$ cat config.mk
export PLATFORM = sky130hd
export DESIGN_NAME = videoTop
export DESIGN_NICKNAME = d
export VERILOG_FILES = /design/src/verilog/timingPkg.sv /design/src/verilog/regMapPkg.sv /design/src/verilog/rasterTiming.sv /design/src/verilog/vicRegs.sv /design/src/verilog/interruptUnit.sv /design/src/verilog/colorOut.sv /design/src/verilog/videoTop.sv
export SDC_FILE = /design/constraint.sdc
export NUM_CORES = 1
export LEC_CHECK = 0
export ABC_AREA = 1
export BUFFER_PORTS_ARGS = -buffer_cell sky130_fd_sc_hd__buf_2
export CORE_MARGIN = 1
export CORE_UTILIZATION = 59
export DETAILED_ROUTE_END_ITERATION = 8
export HOLD_SLACK_MARGIN = 0.02
export PLACE_DENSITY = 0.74
export SETUP_SLACK_MARGIN = 0.3
export SLEW_MARGIN = 10
export SYNTH_ARGS = -nofsm -noshare
export SYNTH_HDL_FRONTEND = slang
export SYNTH_SLANG_ARGS = --single-unit
$ cat constraint.sdc
create_clock -name clk25 -period 1.7 [get_ports clk25]
set_input_delay 0.34 -clock clk25 [delete_from_list [all_inputs] [get_ports clk25]]
set_output_delay 0.34 -clock clk25 [all_outputs]
set_load 0.02 [all_outputs]
$ cat src/verilog/timingPkg.sv
// raster timing constants for the 640x480 style frame on clk25
// counter width, totals, sync, blank and border windows, sync polarity
`default_nettype none

package timingPkg;

  localparam int ctrWidth = 12;                      // raster counter width

  // horizontal, in clk25 cycles
  localparam logic [ctrWidth-1:0] hTotal     = 12'd800;  // last count before wrap
  localparam logic [ctrWidth-1:0] hSyncOn    = 12'd16;
  localparam logic [ctrWidth-1:0] hSyncOff   = 12'd112;  // exclusive
  localparam logic [ctrWidth-1:0] hBlankOff  = 12'd160;  // end of back porch
  localparam logic [ctrWidth-1:0] hBorderOff = 12'd168;
  localparam logic [ctrWidth-1:0] hBorderOn  = 12'd792;

  // vertical, in lines
  localparam logic [ctrWidth-1:0] vTotal     = 12'd525;
  localparam logic [ctrWidth-1:0] vSyncOn    = 12'd10;
  localparam logic [ctrWidth-1:0] vSyncOff   = 12'd12;   // exclusive
  localparam logic [ctrWidth-1:0] vBlankOff  = 12'd45;
  localparam logic [ctrWidth-1:0] vBorderOff = 12'd49;
  localparam logic [ctrWidth-1:0] vBorderOn  = 12'd521;

  // 1 gives a low pulse inside the sync window
  localparam logic hSyncPol = 1'b1;
  localparam logic vSyncPol = 1'b1;

endpackage

`default_nettype wire

$ cat src/verilog/regMapPkg.sv
// CPU register map of the video controller
// address width, register addresses, colour width, interrupt bits
`default_nettype none

package regMapPkg;

  localparam int regAddrWidth = 7;                   // byte register space
  localparam int colorWidth   = 6;                   // 2 bits each of r, g, b
  localparam int irqWidth     = 4;                   // flag and enable bits

  //------------------------------------------------------------
  // register addresses
  //------------------------------------------------------------
  localparam logic [regAddrWidth-1:0] addrRasterLo = 7'h5E;  // raster line / compare
  localparam logic [regAddrWidth-1:0] addrRasterHi = 7'h5F;
  localparam logic [regAddrWidth-1:0] addrLpxLo    = 7'h60;  // light pen x
  localparam logic [regAddrWidth-1:0] addrLpxHi    = 7'h61;
  localparam logic [regAddrWidth-1:0] addrLpyLo    = 7'h62;  // light pen y
  localparam logic [regAddrWidth-1:0] addrLpyHi    = 7'h63;
  localparam logic [regAddrWidth-1:0] addrIrqStat  = 7'h65;  // status, write 1 to clear
  localparam logic [regAddrWidth-1:0] addrIrqEn    = 7'h66;
  localparam logic [regAddrWidth-1:0] addrExtColor = 7'h67;  // exterior colour
  localparam logic [regAddrWidth-1:0] addrBgColor  = 7'h68;  // background colour 0

  // bit positions in status and enable
  localparam int irqRstBit = 0;                      // raster compare
  localparam int irqLpBit  = 3;                      // light pen

  // read value of an unmapped address
  localparam logic [7:0] unusedRead = 8'hFF;

endpackage

`default_nettype wire

$ cat src/verilog/rasterTiming.sv
// raster timing generator
// chained horizontal and vertical counters
// registered hSync, vSync, blank and border flags
`timescale 1ns/1ps
`default_nettype none

module rasterTiming
  import timingPkg::*;
(
  input  wire                 clk25,
  input  wire                 rst,
  output logic [ctrWidth-1:0] hCtr,
  output logic [ctrWidth-1:0] vCtr,
  output logic                hSync,
  output logic                vSync,
  output logic                blank,
  output logic                border
);

  logic eol;                                         // last clock of a line
  logic eof;                                         // last clock of a frame
  logic hSyncNext, vSyncNext;
  logic hBlank, vBlank;
  logic hBorder, vBorder;

  assign eol = (hCtr == hTotal);
  assign eof = eol && (vCtr == vTotal);

  //------------------------------------------------------------
  // counters
  //------------------------------------------------------------
  always_ff @(posedge clk25) begin
    if (rst) begin
      hCtr <= '0;
      vCtr <= '0;
    end else begin
      if (eol)
        hCtr <= 12'd1;                               // lines count from 1
      else
        hCtr <= hCtr + 12'd1;
      if (eof)
        vCtr <= 12'd1;
      else if (eol)
        vCtr <= vCtr + 12'd1;
    end
  end

  //------------------------------------------------------------
  // window decode
  //------------------------------------------------------------
  assign hSyncNext = (hCtr >= hSyncOn && hCtr < hSyncOff) ^ hSyncPol;
  assign vSyncNext = (vCtr >= vSyncOn && vCtr < vSyncOff) ^ vSyncPol;
  assign hBlank    = (hCtr >= hTotal) || (hCtr < hBlankOff);
  assign vBlank    = (vCtr >= vTotal) || (vCtr < vBlankOff);
  assign hBorder   = (hCtr >= hBorderOn) || (hCtr < hBorderOff);
  assign vBorder   = (vCtr >= vBorderOn) || (vCtr < vBorderOff);

  // all four flags on one edge so they stay aligned
  always_ff @(posedge clk25) begin
    if (rst) begin
      hSync  <= hSyncPol;                            // inactive level
      vSync  <= vSyncPol;
      blank  <= 1'b1;
      border <= 1'b1;
    end else begin
      hSync  <= hSyncNext;
      vSync  <= vSyncNext;
      blank  <= hBlank | vBlank;
      border <= hBorder | vBorder;                   // blank region is inside border
    end
  end

  // counters wrap at their totals
  hCtrRange: assert property (@(posedge clk25) disable iff (rst)
    hCtr <= hTotal);
  vCtrRange: assert property (@(posedge clk25) disable iff (rst)
    vCtr <= vTotal);

endmodule

`default_nettype wire

$ cat src/verilog/vicRegs.sv
// CPU register block
// write decode for raster compare, irq enable and colours
// clear strobes for the interrupt flags, registered read-back mux
`timescale 1ns/1ps
`default_nettype none

module vicRegs
  import timingPkg::*, regMapPkg::*;
(
  input  wire                     clk25,
  input  wire                     rst,
  // CPU side
  input  wire                     cs,
  input  wire                     we,
  input  wire  [regAddrWidth-1:0] addr,
  input  wire  [7:0]              wrData,
  output logic [7:0]              rdData,
  // from timing and interrupt blocks
  input  wire  [ctrWidth-1:0]     vCtr,
  input  wire  [irqWidth-1:0]     irqFlags,
  input  wire                     irq,
  input  wire  [ctrWidth-1:0]     lpx,
  input  wire  [ctrWidth-1:0]     lpy,
  // to the other blocks
  output logic [ctrWidth-1:0]     rasterCmp,
  output logic [irqWidth-1:0]     irqEnable,
  output logic                    rstClr,
  output logic                    lpClr,
  output logic [colorWidth-1:0]   extColor,
  output logic [colorWidth-1:0]   bgColor
);

  logic                wrStb;                        // write cycle
  logic                rdStb;                        // read cycle
  logic [ctrWidth-9:0] vCtrHi;                       // latched on a low byte read
  logic [7:0]          rdMux;

  assign wrStb = cs && we;
  assign rdStb = cs && !we;

  //------------------------------------------------------------
  // writes
  //------------------------------------------------------------
  always_ff @(posedge clk25) begin
    if (rst) begin
      rasterCmp <= '0;
      irqEnable <= '0;
      extColor  <= '0;
      bgColor   <= '0;
      rstClr    <= 1'b0;
      lpClr     <= 1'b0;
    end else begin
      // strobes last one cycle
      rstClr <= wrStb && (addr == addrIrqStat) && wrData[irqRstBit];
      lpClr  <= wrStb && (addr == addrIrqStat) && wrData[irqLpBit];
      if (wrStb) begin
        case (addr)
          addrRasterLo: rasterCmp[7:0]          <= wrData;
          addrRasterHi: rasterCmp[ctrWidth-1:8] <= wrData[ctrWidth-9:0];
          addrIrqEn:    irqEnable               <= wrData[irqWidth-1:0];
          addrExtColor: extColor                <= wrData[colorWidth-1:0];
          addrBgColor:  bgColor                 <= wrData[colorWidth-1:0];
          default: ;                                 // read only or unmapped
        endcase
      end
    end
  end

  //------------------------------------------------------------
  // read-back
  //------------------------------------------------------------
  always_comb begin
    case (addr)
      addrRasterLo: rdMux = vCtr[7:0];
      addrRasterHi: rdMux = {{(16 - ctrWidth){1'b0}}, vCtrHi};
      addrLpxLo:    rdMux = lpx[7:0];
      addrLpxHi:    rdMux = {{(16 - ctrWidth){1'b0}}, lpx[ctrWidth-1:8]};
      addrLpyLo:    rdMux = lpy[7:0];
      addrLpyHi:    rdMux = {{(16 - ctrWidth){1'b0}}, lpy[ctrWidth-1:8]};
      addrIrqStat:  rdMux = {irq, 3'b111, irqFlags};  // irq on top
      addrIrqEn:    rdMux = {{(8 - irqWidth){1'b0}}, irqEnable};
      addrExtColor: rdMux = {{(8 - colorWidth){1'b0}}, extColor};
      addrBgColor:  rdMux = {{(8 - colorWidth){1'b0}}, bgColor};
      default:      rdMux = unusedRead;
    endcase
  end

  // high bits held so a two byte read sees one line value
  always_ff @(posedge clk25) begin
    if (rst)
      vCtrHi <= '0;
    else if (rdStb && addr == addrRasterLo)
      vCtrHi <= vCtr[ctrWidth-1:8];
  end

  always_ff @(posedge clk25) begin
    if (rdStb)
      rdData <= rdMux;                               // valid next cycle, held
  end

endmodule

`default_nettype wire

$ cat src/verilog/interruptUnit.sv
// interrupt unit
// raster compare with one hit per frame, light pen position latch
// flag bits with clear strobes and the masked irq output
`timescale 1ns/1ps
`default_nettype none

module interruptUnit
  import timingPkg::*, regMapPkg::*;
(
  input  wire                 clk25,
  input  wire                 rst,
  input  wire  [ctrWidth-1:0] hCtr,
  input  wire  [ctrWidth-1:0] vCtr,
  input  wire  [ctrWidth-1:0] rasterCmp,
  input  wire  [irqWidth-1:0] irqEnable,
  input  wire                 rstClr,
  input  wire                 lpClr,
  input  wire                 lpN,
  output logic [irqWidth-1:0] irqFlags,
  output logic                irq,
  output logic [ctrWidth-1:0] lpx,
  output logic [ctrWidth-1:0] lpy
);

  logic rasterDone;                                  // compare fired this frame
  logic rasterHit;
  logic lpHit;                                       // pen already latched
  logic lpTake;
  logic flagRst, flagLp;

  // line 0 only exists right after reset
  assign rasterHit = !rasterDone && (vCtr == rasterCmp) && (vCtr != 12'd0);
  assign lpTake    = !lpHit && !lpN && (vCtr != 12'd0);

  //------------------------------------------------------------
  // raster compare
  //------------------------------------------------------------
  always_ff @(posedge clk25) begin
    if (rst) begin
      rasterDone <= 1'b0;
      flagRst    <= 1'b0;
    end else begin
      if (rasterHit)
        rasterDone <= 1'b1;
      else if ((vCtr == 12'd0 || vCtr == 12'd1) && hCtr == 12'd1)
        rasterDone <= 1'b0;                          // rearm at top of frame
      if (rasterHit)
        flagRst <= 1'b1;                             // new hit beats a clear
      else if (rstClr)
        flagRst <= 1'b0;
    end
  end

  //------------------------------------------------------------
  // light pen
  //------------------------------------------------------------
  always_ff @(posedge clk25) begin
    if (rst) begin
      lpHit  <= 1'b0;
      flagLp <= 1'b0;
      lpx    <= '0;
      lpy    <= '0;
    end else begin
      if (vCtr == 12'd0)
        lpHit <= 1'b0;
      else if (lpTake) begin
        lpHit <= 1'b1;
        lpx   <= hCtr;                               // beam position before edge
        lpy   <= vCtr;
      end
      if (lpTake)
        flagLp <= 1'b1;
      else if (lpClr)
        flagLp <= 1'b0;
    end
  end

  // bits 1 and 2 have no source here
  always_comb begin
    irqFlags            = '0;
    irqFlags[irqRstBit] = flagRst;
    irqFlags[irqLpBit]  = flagLp;
  end

  assign irq = |(irqFlags & irqEnable);

  // only the raster and pen flags can raise irq
  irqSource: assert property (@(posedge clk25) disable iff (rst)
    irq |-> (flagRst && irqEnable[irqRstBit]) || (flagLp && irqEnable[irqLpBit]));
  // first hit per frame wins
  lpHold: assert property (@(posedge clk25) disable iff (rst)
    lpHit && $past(lpHit) |-> $stable(lpx) && $stable(lpy));

endmodule

`default_nettype wire

$ cat src/verilog/colorOut.sv
// colour output stage
// black in blanking, exterior colour in the border, background inside
// registered colour split into 2-bit red, green and blue
`timescale 1ns/1ps
`default_nettype none

module colorOut
  import regMapPkg::*;
(
  input  wire                   clk25,
  input  wire                   rst,
  input  wire                   blank,
  input  wire                   border,
  input  wire  [colorWidth-1:0] extColor,
  input  wire  [colorWidth-1:0] bgColor,
  output logic [1:0]            red,
  output logic [1:0]            green,
  output logic [1:0]            blue
);

  logic [colorWidth-1:0] pixel;                      // selected this cycle
  logic [colorWidth-1:0] color;                      // output register

  // blank wins over border
  always_comb begin
    if (blank)
      pixel = '0;
    else if (border)
      pixel = extColor;
    else
      pixel = bgColor;
  end

  always_ff @(posedge clk25) begin
    if (rst)
      color <= '0;
    else
      color <= pixel;                                // one cycle after the flags
  end

  assign red   = color[5:4];
  assign green = color[3:2];
  assign blue  = color[1:0];

endmodule

`default_nettype wire

$ cat src/verilog/videoTop.sv
// video controller top level
// raster timing, register block, interrupt unit and colour output
`timescale 1ns/1ps
`default_nettype none

module videoTop
  import timingPkg::*, regMapPkg::*;
(
  input  wire                     clk25,
  input  wire                     rst,
  input  wire                     cs,
  input  wire                     we,
  input  wire  [regAddrWidth-1:0] addr,
  input  wire  [7:0]              wrData,
  output wire  [7:0]              rdData,
  input  wire                     lpN,
  output wire                     irq,
  output wire                     hSync,
  output wire                     vSync,
  output wire  [1:0]              red,
  output wire  [1:0]              green,
  output wire  [1:0]              blue
);

  //------------------------------------------------------------
  // internal nets
  //------------------------------------------------------------
  wire [ctrWidth-1:0]   hCtr, vCtr;
  wire                  blank, border;
  wire [ctrWidth-1:0]   rasterCmp;
  wire [irqWidth-1:0]   irqEnable, irqFlags;
  wire                  rstClr, lpClr;
  wire [ctrWidth-1:0]   lpx, lpy;
  wire [colorWidth-1:0] extColor, bgColor;

  rasterTiming uTiming (
    .clk25(clk25), .rst(rst), .hCtr(hCtr), .vCtr(vCtr),
    .hSync(hSync), .vSync(vSync), .blank(blank), .border(border)
  );

  vicRegs uRegs (
    .clk25(clk25), .rst(rst), .cs(cs), .we(we), .addr(addr),
    .wrData(wrData), .rdData(rdData),
    .vCtr(vCtr), .irqFlags(irqFlags), .irq(irq), .lpx(lpx), .lpy(lpy),
    .rasterCmp(rasterCmp), .irqEnable(irqEnable), .rstClr(rstClr),
    .lpClr(lpClr), .extColor(extColor), .bgColor(bgColor)
  );

  interruptUnit uIrq (
    .clk25(clk25), .rst(rst), .hCtr(hCtr), .vCtr(vCtr),
    .rasterCmp(rasterCmp), .irqEnable(irqEnable), .rstClr(rstClr),
    .lpClr(lpClr), .lpN(lpN), .irqFlags(irqFlags), .irq(irq),
    .lpx(lpx), .lpy(lpy)
  );

  colorOut uColor (
    .clk25(clk25), .rst(rst), .blank(blank), .border(border),
    .extColor(extColor), .bgColor(bgColor),
    .red(red), .green(green), .blue(blue)
  );

endmodule

`default_nettype wire

==> flow_results.org, run 1 <==
** STA
- Setup violations remaining at the end of the flow were counted as 0.
- Setup repair after global routing could not meet its margin everywhere.
- The number of max-slew violations in the final report is 0.
- Post-layout min period :: 1.638 ns
- Measured against its own limit, the worst slew margin works out to 0.6584.
- Actual transition at the worst max-transition pin :: around 0.51 ns
- Portion of the clock cycle consumed by the worst path in the final layout :: 0.9634
- The tightest hold path in the finished design has a slack of 0.2244 ns.
- The final-report hold violation count came to 0.
- Maximum achievable frequency :: just over 600 MHz
- Setup Skew :: ~0.013 ns

** CTS
- CTS saw 104 sinks.
- Root buf cell :: sky130_fd_sc_hd__clkbuf_8
- Count of H-tree levels built during CTS :: 3
- Clock latency on the worst-skew pair, taken at its later pin, is 0.39 ns.
- TritonCTS buffer count :: 9
- CTS tree :: built
- For this design, the CTS-stage hold fixing added 0 buffers.
- CTS clk-pin slew, worst paths :: around 0.11 ns
- Buffer depth of the longest clock path :: 2

** Synthesis
- Synthesized cell area :: 5488 um^2
- In this run, synthesis inferred 8 flip-flops with an integrated enable.
- Sequential area share after synthesis :: 0.3940
- In the synthesized netlist the dominant register cell turns out to be sky130_fd_sc_hd__dfxtp_1.
- Net count after synthesis :: 778
- Average footprint of a synthesized cell :: approximately 7.3 um^2
- The cell count after synthesis came out at between 700 and 800.
- Synth async-reset ratio :: 0
- The Yosys step of the flow raised 0 warnings.
- Count of distinct cell types in the synthesized netlist :: 47
- Flip-flop and latch count after synthesis :: around 100
- Area share of the leading cell type in the synthesized netlist :: 0.3502
- Cell taking the most area after synthesis :: sky130_fd_sc_hd__dfxtp_1
- Ranked by total cell area, the synthesized netlist is headed by sky130_fd_sc_hd__dfxtp_1 35%, sky130_fd_sc_hd__nand2_1 11%, sky130_fd_sc_hd__nand3_1 6.9%.

** Flow run
- Across the run, the number of max-cap violations was 0.

** GRT
- Global routing finished with a remaining overflow of 0.
- The first global-routing pass estimated between 20000 and 25000 um of wire.
- Total routing resource utilization after global routing :: 0.3260
- The number of antenna violations at the first check in global routing came to 0.
- Largest net degree at the start of global routing :: 28
- The number of global-route vias before repair came to about 5000.

** Worst setup path
- Among all stages on the critical path, the largest delay is contributed by sky130_fd_sc_hd__dfxtp_2.
- At the worst endpoint, the arrival time is ~2 ns.
- In this design, the stage delay of the slowest critical-path cell is roughly 0.5 ns.
- Cell Chain, Critical Path :: nand2_1 > nor2_1 > nand4_1 > nand2_1 > nand2_1 > a21oi_2
- R2r worst-path depth :: 6
- Counting buffers and inverters, the worst setup path is 6 cells deep.
- Of all nets on the critical path, the largest fanout is 9.
- Crit path launch type :: flop
- Together, buffers and inverters on the worst path number 0.
- By startpoint and endpoint, the worst setup path is classified as reg -> reg.
- At the worst endpoint, the required time is between 2 and 2.5 ns.
- In this design, the critical path's most frequently occurring cell is sky130_fd_sc_hd__nand2_1.
- Type of element capturing the critical path :: flop
- Cell family contributing the most delay on the critical path :: simple AND/OR/NAND/NOR gates

** Run status
- The checks that failed: design-rule violations.
- Run status :: complete, but fails checks

** Floorplan
- Core Region :: ~8800 um^2
- Starting density of the core :: 0.6202
- Y dimension of the die :: ~100 um
- In this run the count of I/O pins placed on the die edge is 37.
- The die is approximately 98 um wide.
- Num rows :: 34
- The floorplan step defined a die boundary enclosing ~9700 um^2.

** Min path
- Type of the tightest min-delay check :: in -> reg
- Cell depth of the worst min-delay path :: 3

** Placement
- Once detailed placement completed, the half-perimeter wirelength came to between 10000 and 15000 um.
- Port-buffer cells :: 36
- Inst Count DP :: between 800 and 900
- Weighted congestion reported at the end of routability-driven placement :: around 0.9

** Cells and area
- Share of cells above drive strength 1 :: 0.3452
- Area delta synth->final :: 25.56%
- The number of antenna diodes in the final layout is 0.
- Filler Cell Count :: between 600 and 700
- At the end of the flow, the number of nets in the layout was around 860.
- Final standard cell count with taps included and fillers excluded :: 951

** Route
- For this block, the routed nets add up to 16950 um of wire.
- Detailed-router iteration count before antenna repair :: 7
- The count of nets left with antenna violations once routing finished came out at 0.
- Via count :: slightly below 6000
- For this block, the initial DRC count from the detailed router was ~500.
- For this run, design rule violations remaining after detail routing come to 5.
- Dividing the detail-routed via count by the number of cells gives 6.060.
- After detailed routing, the average wire length per cell comes to 17.82 um.

** Power
- Maximum VDD drop :: 373.6 uV
- Total leakage power :: about 0.0027 uW
- Overall power of the completed layout :: roughly 4300 uW
- Pwr dens :: slightly above 600 nW/um^2
Yosys cell counts, types with 2 or more instances:
| master | instances |
|---|---|
| sky130_fd_sc_hd__a21oi_2 | 19 |
| sky130_fd_sc_hd__inv_2 | 10 |
| sky130_fd_sc_hd__buf_8 | 2 |
| sky130_fd_sc_hd__nor2_4 | 10 |
| sky130_fd_sc_hd__xnor2_1 | 2 |
| sky130_fd_sc_hd__inv_1 | 68 |
| sky130_fd_sc_hd__nand2_1 | 156 |
| sky130_fd_sc_hd__nor4_1 | 2 |
| sky130_fd_sc_hd__nand4_1 | 15 |
| sky130_fd_sc_hd__ha_1 | 5 |
| sky130_fd_sc_hd__clkinv_2 | 3 |
| sky130_fd_sc_hd__nor3_1 | 4 |
| sky130_fd_sc_hd__o21ai_1 | 3 |
| sky130_fd_sc_hd__nor2_2 | 5 |
| sky130_fd_sc_hd__a21oi_1 | 56 |
| sky130_fd_sc_hd__buf_6 | 3 |
| sky130_fd_sc_hd__nand2_4 | 4 |
| sky130_fd_sc_hd__xor2_1 | 6 |
| sky130_fd_sc_hd__o211ai_1 | 3 |
| sky130_fd_sc_hd__nor2_1 | 81 |
| sky130_fd_sc_hd__nand2_2 | 30 |
| sky130_fd_sc_hd__or2_2 | 2 |
| sky130_fd_sc_hd__clkbuf_1 | 6 |
| sky130_fd_sc_hd__o22ai_1 | 2 |
| sky130_fd_sc_hd__edfxtp_1 | 8 |
| sky130_fd_sc_hd__dfxtp_1 | 96 |
| sky130_fd_sc_hd__buf_4 | 5 |
| sky130_fd_sc_hd__o21ai_0 | 46 |
| sky130_fd_sc_hd__nand3_2 | 4 |
| sky130_fd_sc_hd__buf_2 | 5 |
| sky130_fd_sc_hd__nand3_1 | 76 |
power by group:
group	internal, uW	switching (uW)	total [uW]
registers	2470	13.4	2490
logic	90.2	209	299
clock network	562	934	1500
per-stage QoR:
stage	setup slack, ns	utilization	TNS, ns	instance area, um^2
final	0.06216	0.7787	0	6890
after global routing	0.1483	0.7787	0	6890
after CTS	0.2346	0.7238	0	6405
after detailed placement	-0.04884	0.6630	-0.04884	5867
after global placement	0.01930	0.6630	0	5867
after floorplan	0.3157	-	0	5512
worst register-to-register path: cells and delay by family, from the launching register on:
| kind | cells | cell delay, ns |
|---|---|---|
| and+or+nand+nor | 5 | 0.93 |
| DFF | 1 | 0.51 |
| AOI/OAI and AO/OA | 1 | 0.13 |
what timing repair did:
item | CTS | global route
cloned | 5 | 0
endpoints found under the setup margin | 52 | 59
resized for setup | 50 | 98
setup buffers | 15 | 16
pin swaps | 11 | 25
cell families after synthesis:
kind of cell / share of synthesized area
AOI/OAI and AO/OA: 0.1384
xor gates and xnor gates: 0.01277
adders and majority gates: 0.01140
buffers and inverters: 0.09097
DFF: 0.3940
and+or+nand+nor: 0.3525
final timing paths:
| path | end | from | slack [ns] |
|---|---|---|---|
| setup / recovery | uTiming.vCtr[9]$_SDFFE_PP0P_ | uTiming.vCtr[5]$_SDFFE_PP0P_ | 0.06 |
| hold / removal | uRegs.rasterCmp[7]$_SDFFE_PP0P_ | wrData[7] | 0.22 |
| setup reg to reg | uTiming.vCtr[9]$_SDFFE_PP0P_ | uTiming.vCtr[5]$_SDFFE_PP0P_ | 0.06 |
| hold reg to reg | uRegs.rasterCmp[4]$_SDFFE_PP0P_ | uRegs.rasterCmp[4]$_SDFFE_PP0P_ | 0.47 |
state kept, by name, summed over array words and instances, names as in the netlist, 4 cells and up:
| register | cells |
|---|---|
| uColor.color | 6 |
| uIrq.lpx | 12 |
| uIrq.lpy | 12 |
| uRegs.bgColor | 6 |
| uRegs.extColor | 6 |
| uRegs.irqEnable | 4 |
| uRegs.rasterCmp | 12 |
| uRegs.rdData | 8 |
| uRegs.vCtrHi | 4 |
| uTiming.hCtr | 12 |
| uTiming.vCtr | 12 |
placed cells by master, fill, tap and decap left out, drive strengths merged, types with 9 or more instances in the layout:
cell type,netlist,final
nand4,16,16
nor2,96,96
buf,17,95
o21ai,50,50
clkbuf,8,9
inv,78,82
a21oi,75,75
nand3,81,81
dfxtp,96,96
nand2,191,195
routing by layer:
metal  up-vias  share of wire  track usage
li1       2645              -            -
met1      2662           0.39       0.4178
met2       351           0.46       0.5260
met3       105          0.092      0.05603
met4         0          0.059       0.1780
met5         -              0            0
cell type report:
type	count	area, um^2	area share
Multi-Input combinational cell	547	3287	0.4770
Sequential cell	104	2215	0.3214
Timing Repair Buffer	95	747.0	0.1084
Inverter	81	322.8	0.04685
Tap cell	108	135.1	0.01961
Clock buffer	9	123.9	0.01798
Clock inverter	7	60.06	0.008716
Note: power is estimated with default switching activity, not from simulation.
==> run 2: changes to the inputs <==
CELL_PAD_IN_SITES_DETAIL_PLACEMENT = 2   (was default)
CELL_PAD_IN_SITES_GLOBAL_PLACEMENT = 2   (was default)
CORE_UTILIZATION = 35   (was 59)
PLACE_DENSITY = 0.75   (was 0.74)
==> flow_results.org, run 2 (synthesized netlist as in run 1, its figures left out) <==
** Run status
- Run status :: completed

** CTS
- The clock reaches the later pin of the worst-skew pair after 0.36 ns.
- Clock tree sinks :: 104
- CTS tree :: built
- TritonCTS created 9 clock buffers.
- The number of hold buffers added after CTS was 0.
- After clock tree synthesis, the clock-pin slew on the worst setup and hold paths is 0.08 ns.
- The longest clock path from root to sink contains 2 buffers.
- Root buf cell :: sky130_fd_sc_hd__clkbuf_16
- Count of H-tree levels built during CTS :: 3

** Worst setup path
- Type of element capturing the critical path :: flop
- Launch point of the worst reg-to-reg path :: uTiming.vCtr[10]$_SDFFE_PP0P_
- In this run the register-to-register setup slack is roughly 0.15 ns.
- CP max FO :: 8
- Destination of the worst register-to-register timing path :: uIrq.lpy[9]$_SDFFE_PP0P_
- In this design, the stage delay of the slowest critical-path cell is between 0.4 and 0.5 ns.
- STA classifies the critical path startpoint as a flop.
- In this run the worst setup path begins at uTiming.vCtr[10]$_SDFFE_PP0P_.
- On the critical path, the stage with the largest delay is an instance of sky130_fd_sc_hd__dfxtp_2.
- At the worst endpoint, the required time is 1.99 ns.
- Arr. time, crit path :: between 1.5 and 2 ns
- Measured in cells, the most critical reg-to-reg path has a length of 7.
- Cell Chain, Critical Path :: nor2_2 > nand3_2 > clkinv_4 > nand2_8 > buf_12 > nand3_1 > a21oi_2
- Worst Setup Path Type :: reg -> reg

** Cells and area
- Share of cells above drive strength 1 :: 0.3743
- Excluding fillers, the count of instances in the completed layout stands at roughly 1100.
- For this run, the post-layout net count is a little under 900.
- Area delta synth->final :: 32.33%
- Filler Cell Count :: between 1500 and 2000
- In the layout the commonest cells are 138 x sky130_fd_sc_hd__nand2_1, 75 x sky130_fd_sc_hd__dfxtp_1, 66 x sky130_fd_sc_hd__buf_4, 64 x sky130_fd_sc_hd__nand3_1, 61 x sky130_fd_sc_hd__nor2_1.
- Commonest non-fill, non-tap cell in the layout :: sky130_fd_sc_hd__nand2_1
- The repair_antennas step left the layout with diodes totalling 0.

** Floorplan
- Starting density of the core :: 0.3597
- Core Region :: between 15000 and 20000 um^2
- The floorplan step set the die height to ~130 um.
- Die Area :: about 16000 um^2
- The initialized floorplan defines between 40 and 50 standard-cell rows.
- Number of top-level pins :: 37
- Width of the die :: 127.2 um

** GRT
- Largest net degree at the start of global routing :: 38
- The first global-routing pass estimated about 35000 um of wire.
- The number of global-route vias before repair came to between 6000 and 7000.
- Total routing resource utilization after global routing :: 0.2845
- Summed over all layers, the global routing overflow is 0.
- The number of antenna violations at the first check in global routing came to 0.

** STA
- Of the available clock period, the critical path in the final layout requires 0.9145.
- Setup violations remaining at the end of the flow were counted as 0.
- Hold violation total from the final report :: 0
- Post-layout min period :: ~1.6 ns
- For the final routed database, the setup TNS stands at 0 ns.
- Maximum achievable frequency :: ~640 MHz
- Unrepaired setup endpoints after global routing :: yes
- For the pin with the worst max-slew slack, the measured transition is about 0.65 ns.
- The worst pin sits at a relative slew slack of 0.5633.
- Across the routed clock network, the largest skew measured is 0.01277 ns.
- The number of max-slew violations in the final report is 0.

** Power
- Combinational share of power :: 0.068
- The analysis attributes to net switching a power of roughly 1300 uW.
- The completed layout was analyzed and its total power is around 5100 uW.
- Part of the total power dissipated in sequential elements :: 0.486
- Power spread over the standard cell area amounts to roughly 700 nW/um^2.
- Across the VDD grid, the largest voltage drop is 480.0 uV.
- Of the total power, the clock network draws 0.446.
- In this run the static leakage power is about 0.0029 uW.
- Of the total power, the share spent switching nets is 0.2592.
- Cell internal pwr :: around 3800 uW

** Route
- In the final routed layout, each cell accounts on average for between 20 and 25 um.
- Aggregate routed wire length :: approximately 25000 um
- Via count :: 5847
- The detail route stage leaves a number of antenna-violating nets equal to 0.
- Number of design-rule violations left by the first detailed-router iteration :: roughly 300
- DRC :: 0
- Via density per instance :: roughly 5.4
- The first TritonRoute pass finished after 4 iterations.

** Placement
- Half-perimeter wire length after detailed placement :: roughly 15000 um
- The count of buffers added on input and output ports is 36.
- Including well taps, the total number of placed cells is roughly 1000.
- The congestion estimate from routability-driven global placement came to a little over 0.8.

** Min path
- The worst hold path begins at wrData[7].
- Type of the tightest min-delay check :: in -> reg
- For hold timing, the worst endpoint is uRegs.rasterCmp[7]$_SDFFE_PP0P_.
- Cell depth of the worst min-delay path :: 3

** Flow run
- Max-cap violations in this run came to 0.
==> run 2: cell count changes in the layout (fill, tap and decap cells not counted), moves of 8 or more <==
cell,before,now
sky130_fd_sc_hd__nand2_2,30,40
sky130_fd_sc_hd__nor2_1,72,61
sky130_fd_sc_hd__clkbuf_8,9,1
sky130_fd_sc_hd__buf_4,46,66
sky130_fd_sc_hd__clkbuf_16,0,11
sky130_fd_sc_hd__nor2_2,8,16
==> run 2: worst max-delay path: cells and delay by family, from the launching register on <==
| family | cells | cell delay (ns) |
|---|---|---|
| AND/OR/NAND/NOR | 4 | 0.51 |
| buffers and inverters | 2 | 0.28 |
| flip-flops | 1 | 0.47 |
| AO/OA/AOI/OAI | 1 | 0.21 |
==> run 2: how the worst max path moves through the flow <==
stage                                         endpoint  slack (ns)
final                         uIrq.lpy[9]$_SDFFE_PP0P_        0.15
after global routing      uIrq.rasterDone$_SDFFE_PP0P_        0.15
after CTS                                          irq        0.23
after detailed placement     uIrq.flagRst$_SDFFE_PP0P_       -0.15
after global placement    uIrq.rasterDone$_SDFFE_PP0P_     -0.0006
after floorplan              uRegs.rdData[0]$_DFFE_PP_        0.32
==> run 2: power by group through the flow <==
stage	clock (uW)	sequential [uW]	combinational [uW]
floorplan	0	2570	141
CTS	2280	2490	299
finish	2280	2490	346
global route	2400	2490	368
detailed placement	0	2560	279
global placement	0	2550	269
==> run 2: what timing repair did <==
action | in CTS | in global routing
setup buffers | 14 | 21
gates resized for setup | 61 | 101
pin swaps | 12 | 31
endpoints found under the setup margin | 55 | 68
gates cloned | 3 | 2
==> run 2: layer usage <==
layer / up-vias / global-route usage / part of all wire / wire length [um]
li1: 2681 / - / - / -
met1: 2979 / 0.3448 / 0.42 / 10360
met2: 139 / 0.5194 / 0.51 / 12720
met3: 48 / 0.03518 / 0.037 / 906
met4: 0 / 0.09524 / 0.029 / 712
met5: - / 0 / 0 / 0
==> run 2: per-stage QoR <==
stage                     hold WS [ns]  cell area [um^2]  utilization  setup slack (ns)
after floorplan                 0.4247              5512            -            0.3157
after global placement          0.4496              6103       0.4000        -0.0005602
after detailed placement        0.4627              6103       0.4000           -0.1527
after CTS                       0.2531              6733       0.4412            0.2328
after global routing            0.2855              7262       0.4759            0.1455
final                           0.2679              7262       0.4759            0.1454
==> run 2: cell type report <==
| class | count | area (um^2) | area share |
|---|---|---|---|
| Inverter | 81 | 336.6 | 0.04635 |
| Sequential cell | 104 | 2213 | 0.3048 |
| Tap cell | 211 | 264.0 | 0.03635 |
| Multi-Input combinational cell | 546 | 3248 | 0.4473 |
| Timing Repair Buffer | 116 | 888.4 | 0.1223 |
| Clock buffer | 10 | 239.0 | 0.03291 |
| Clock inverter | 6 | 72.57 | 0.009993 |
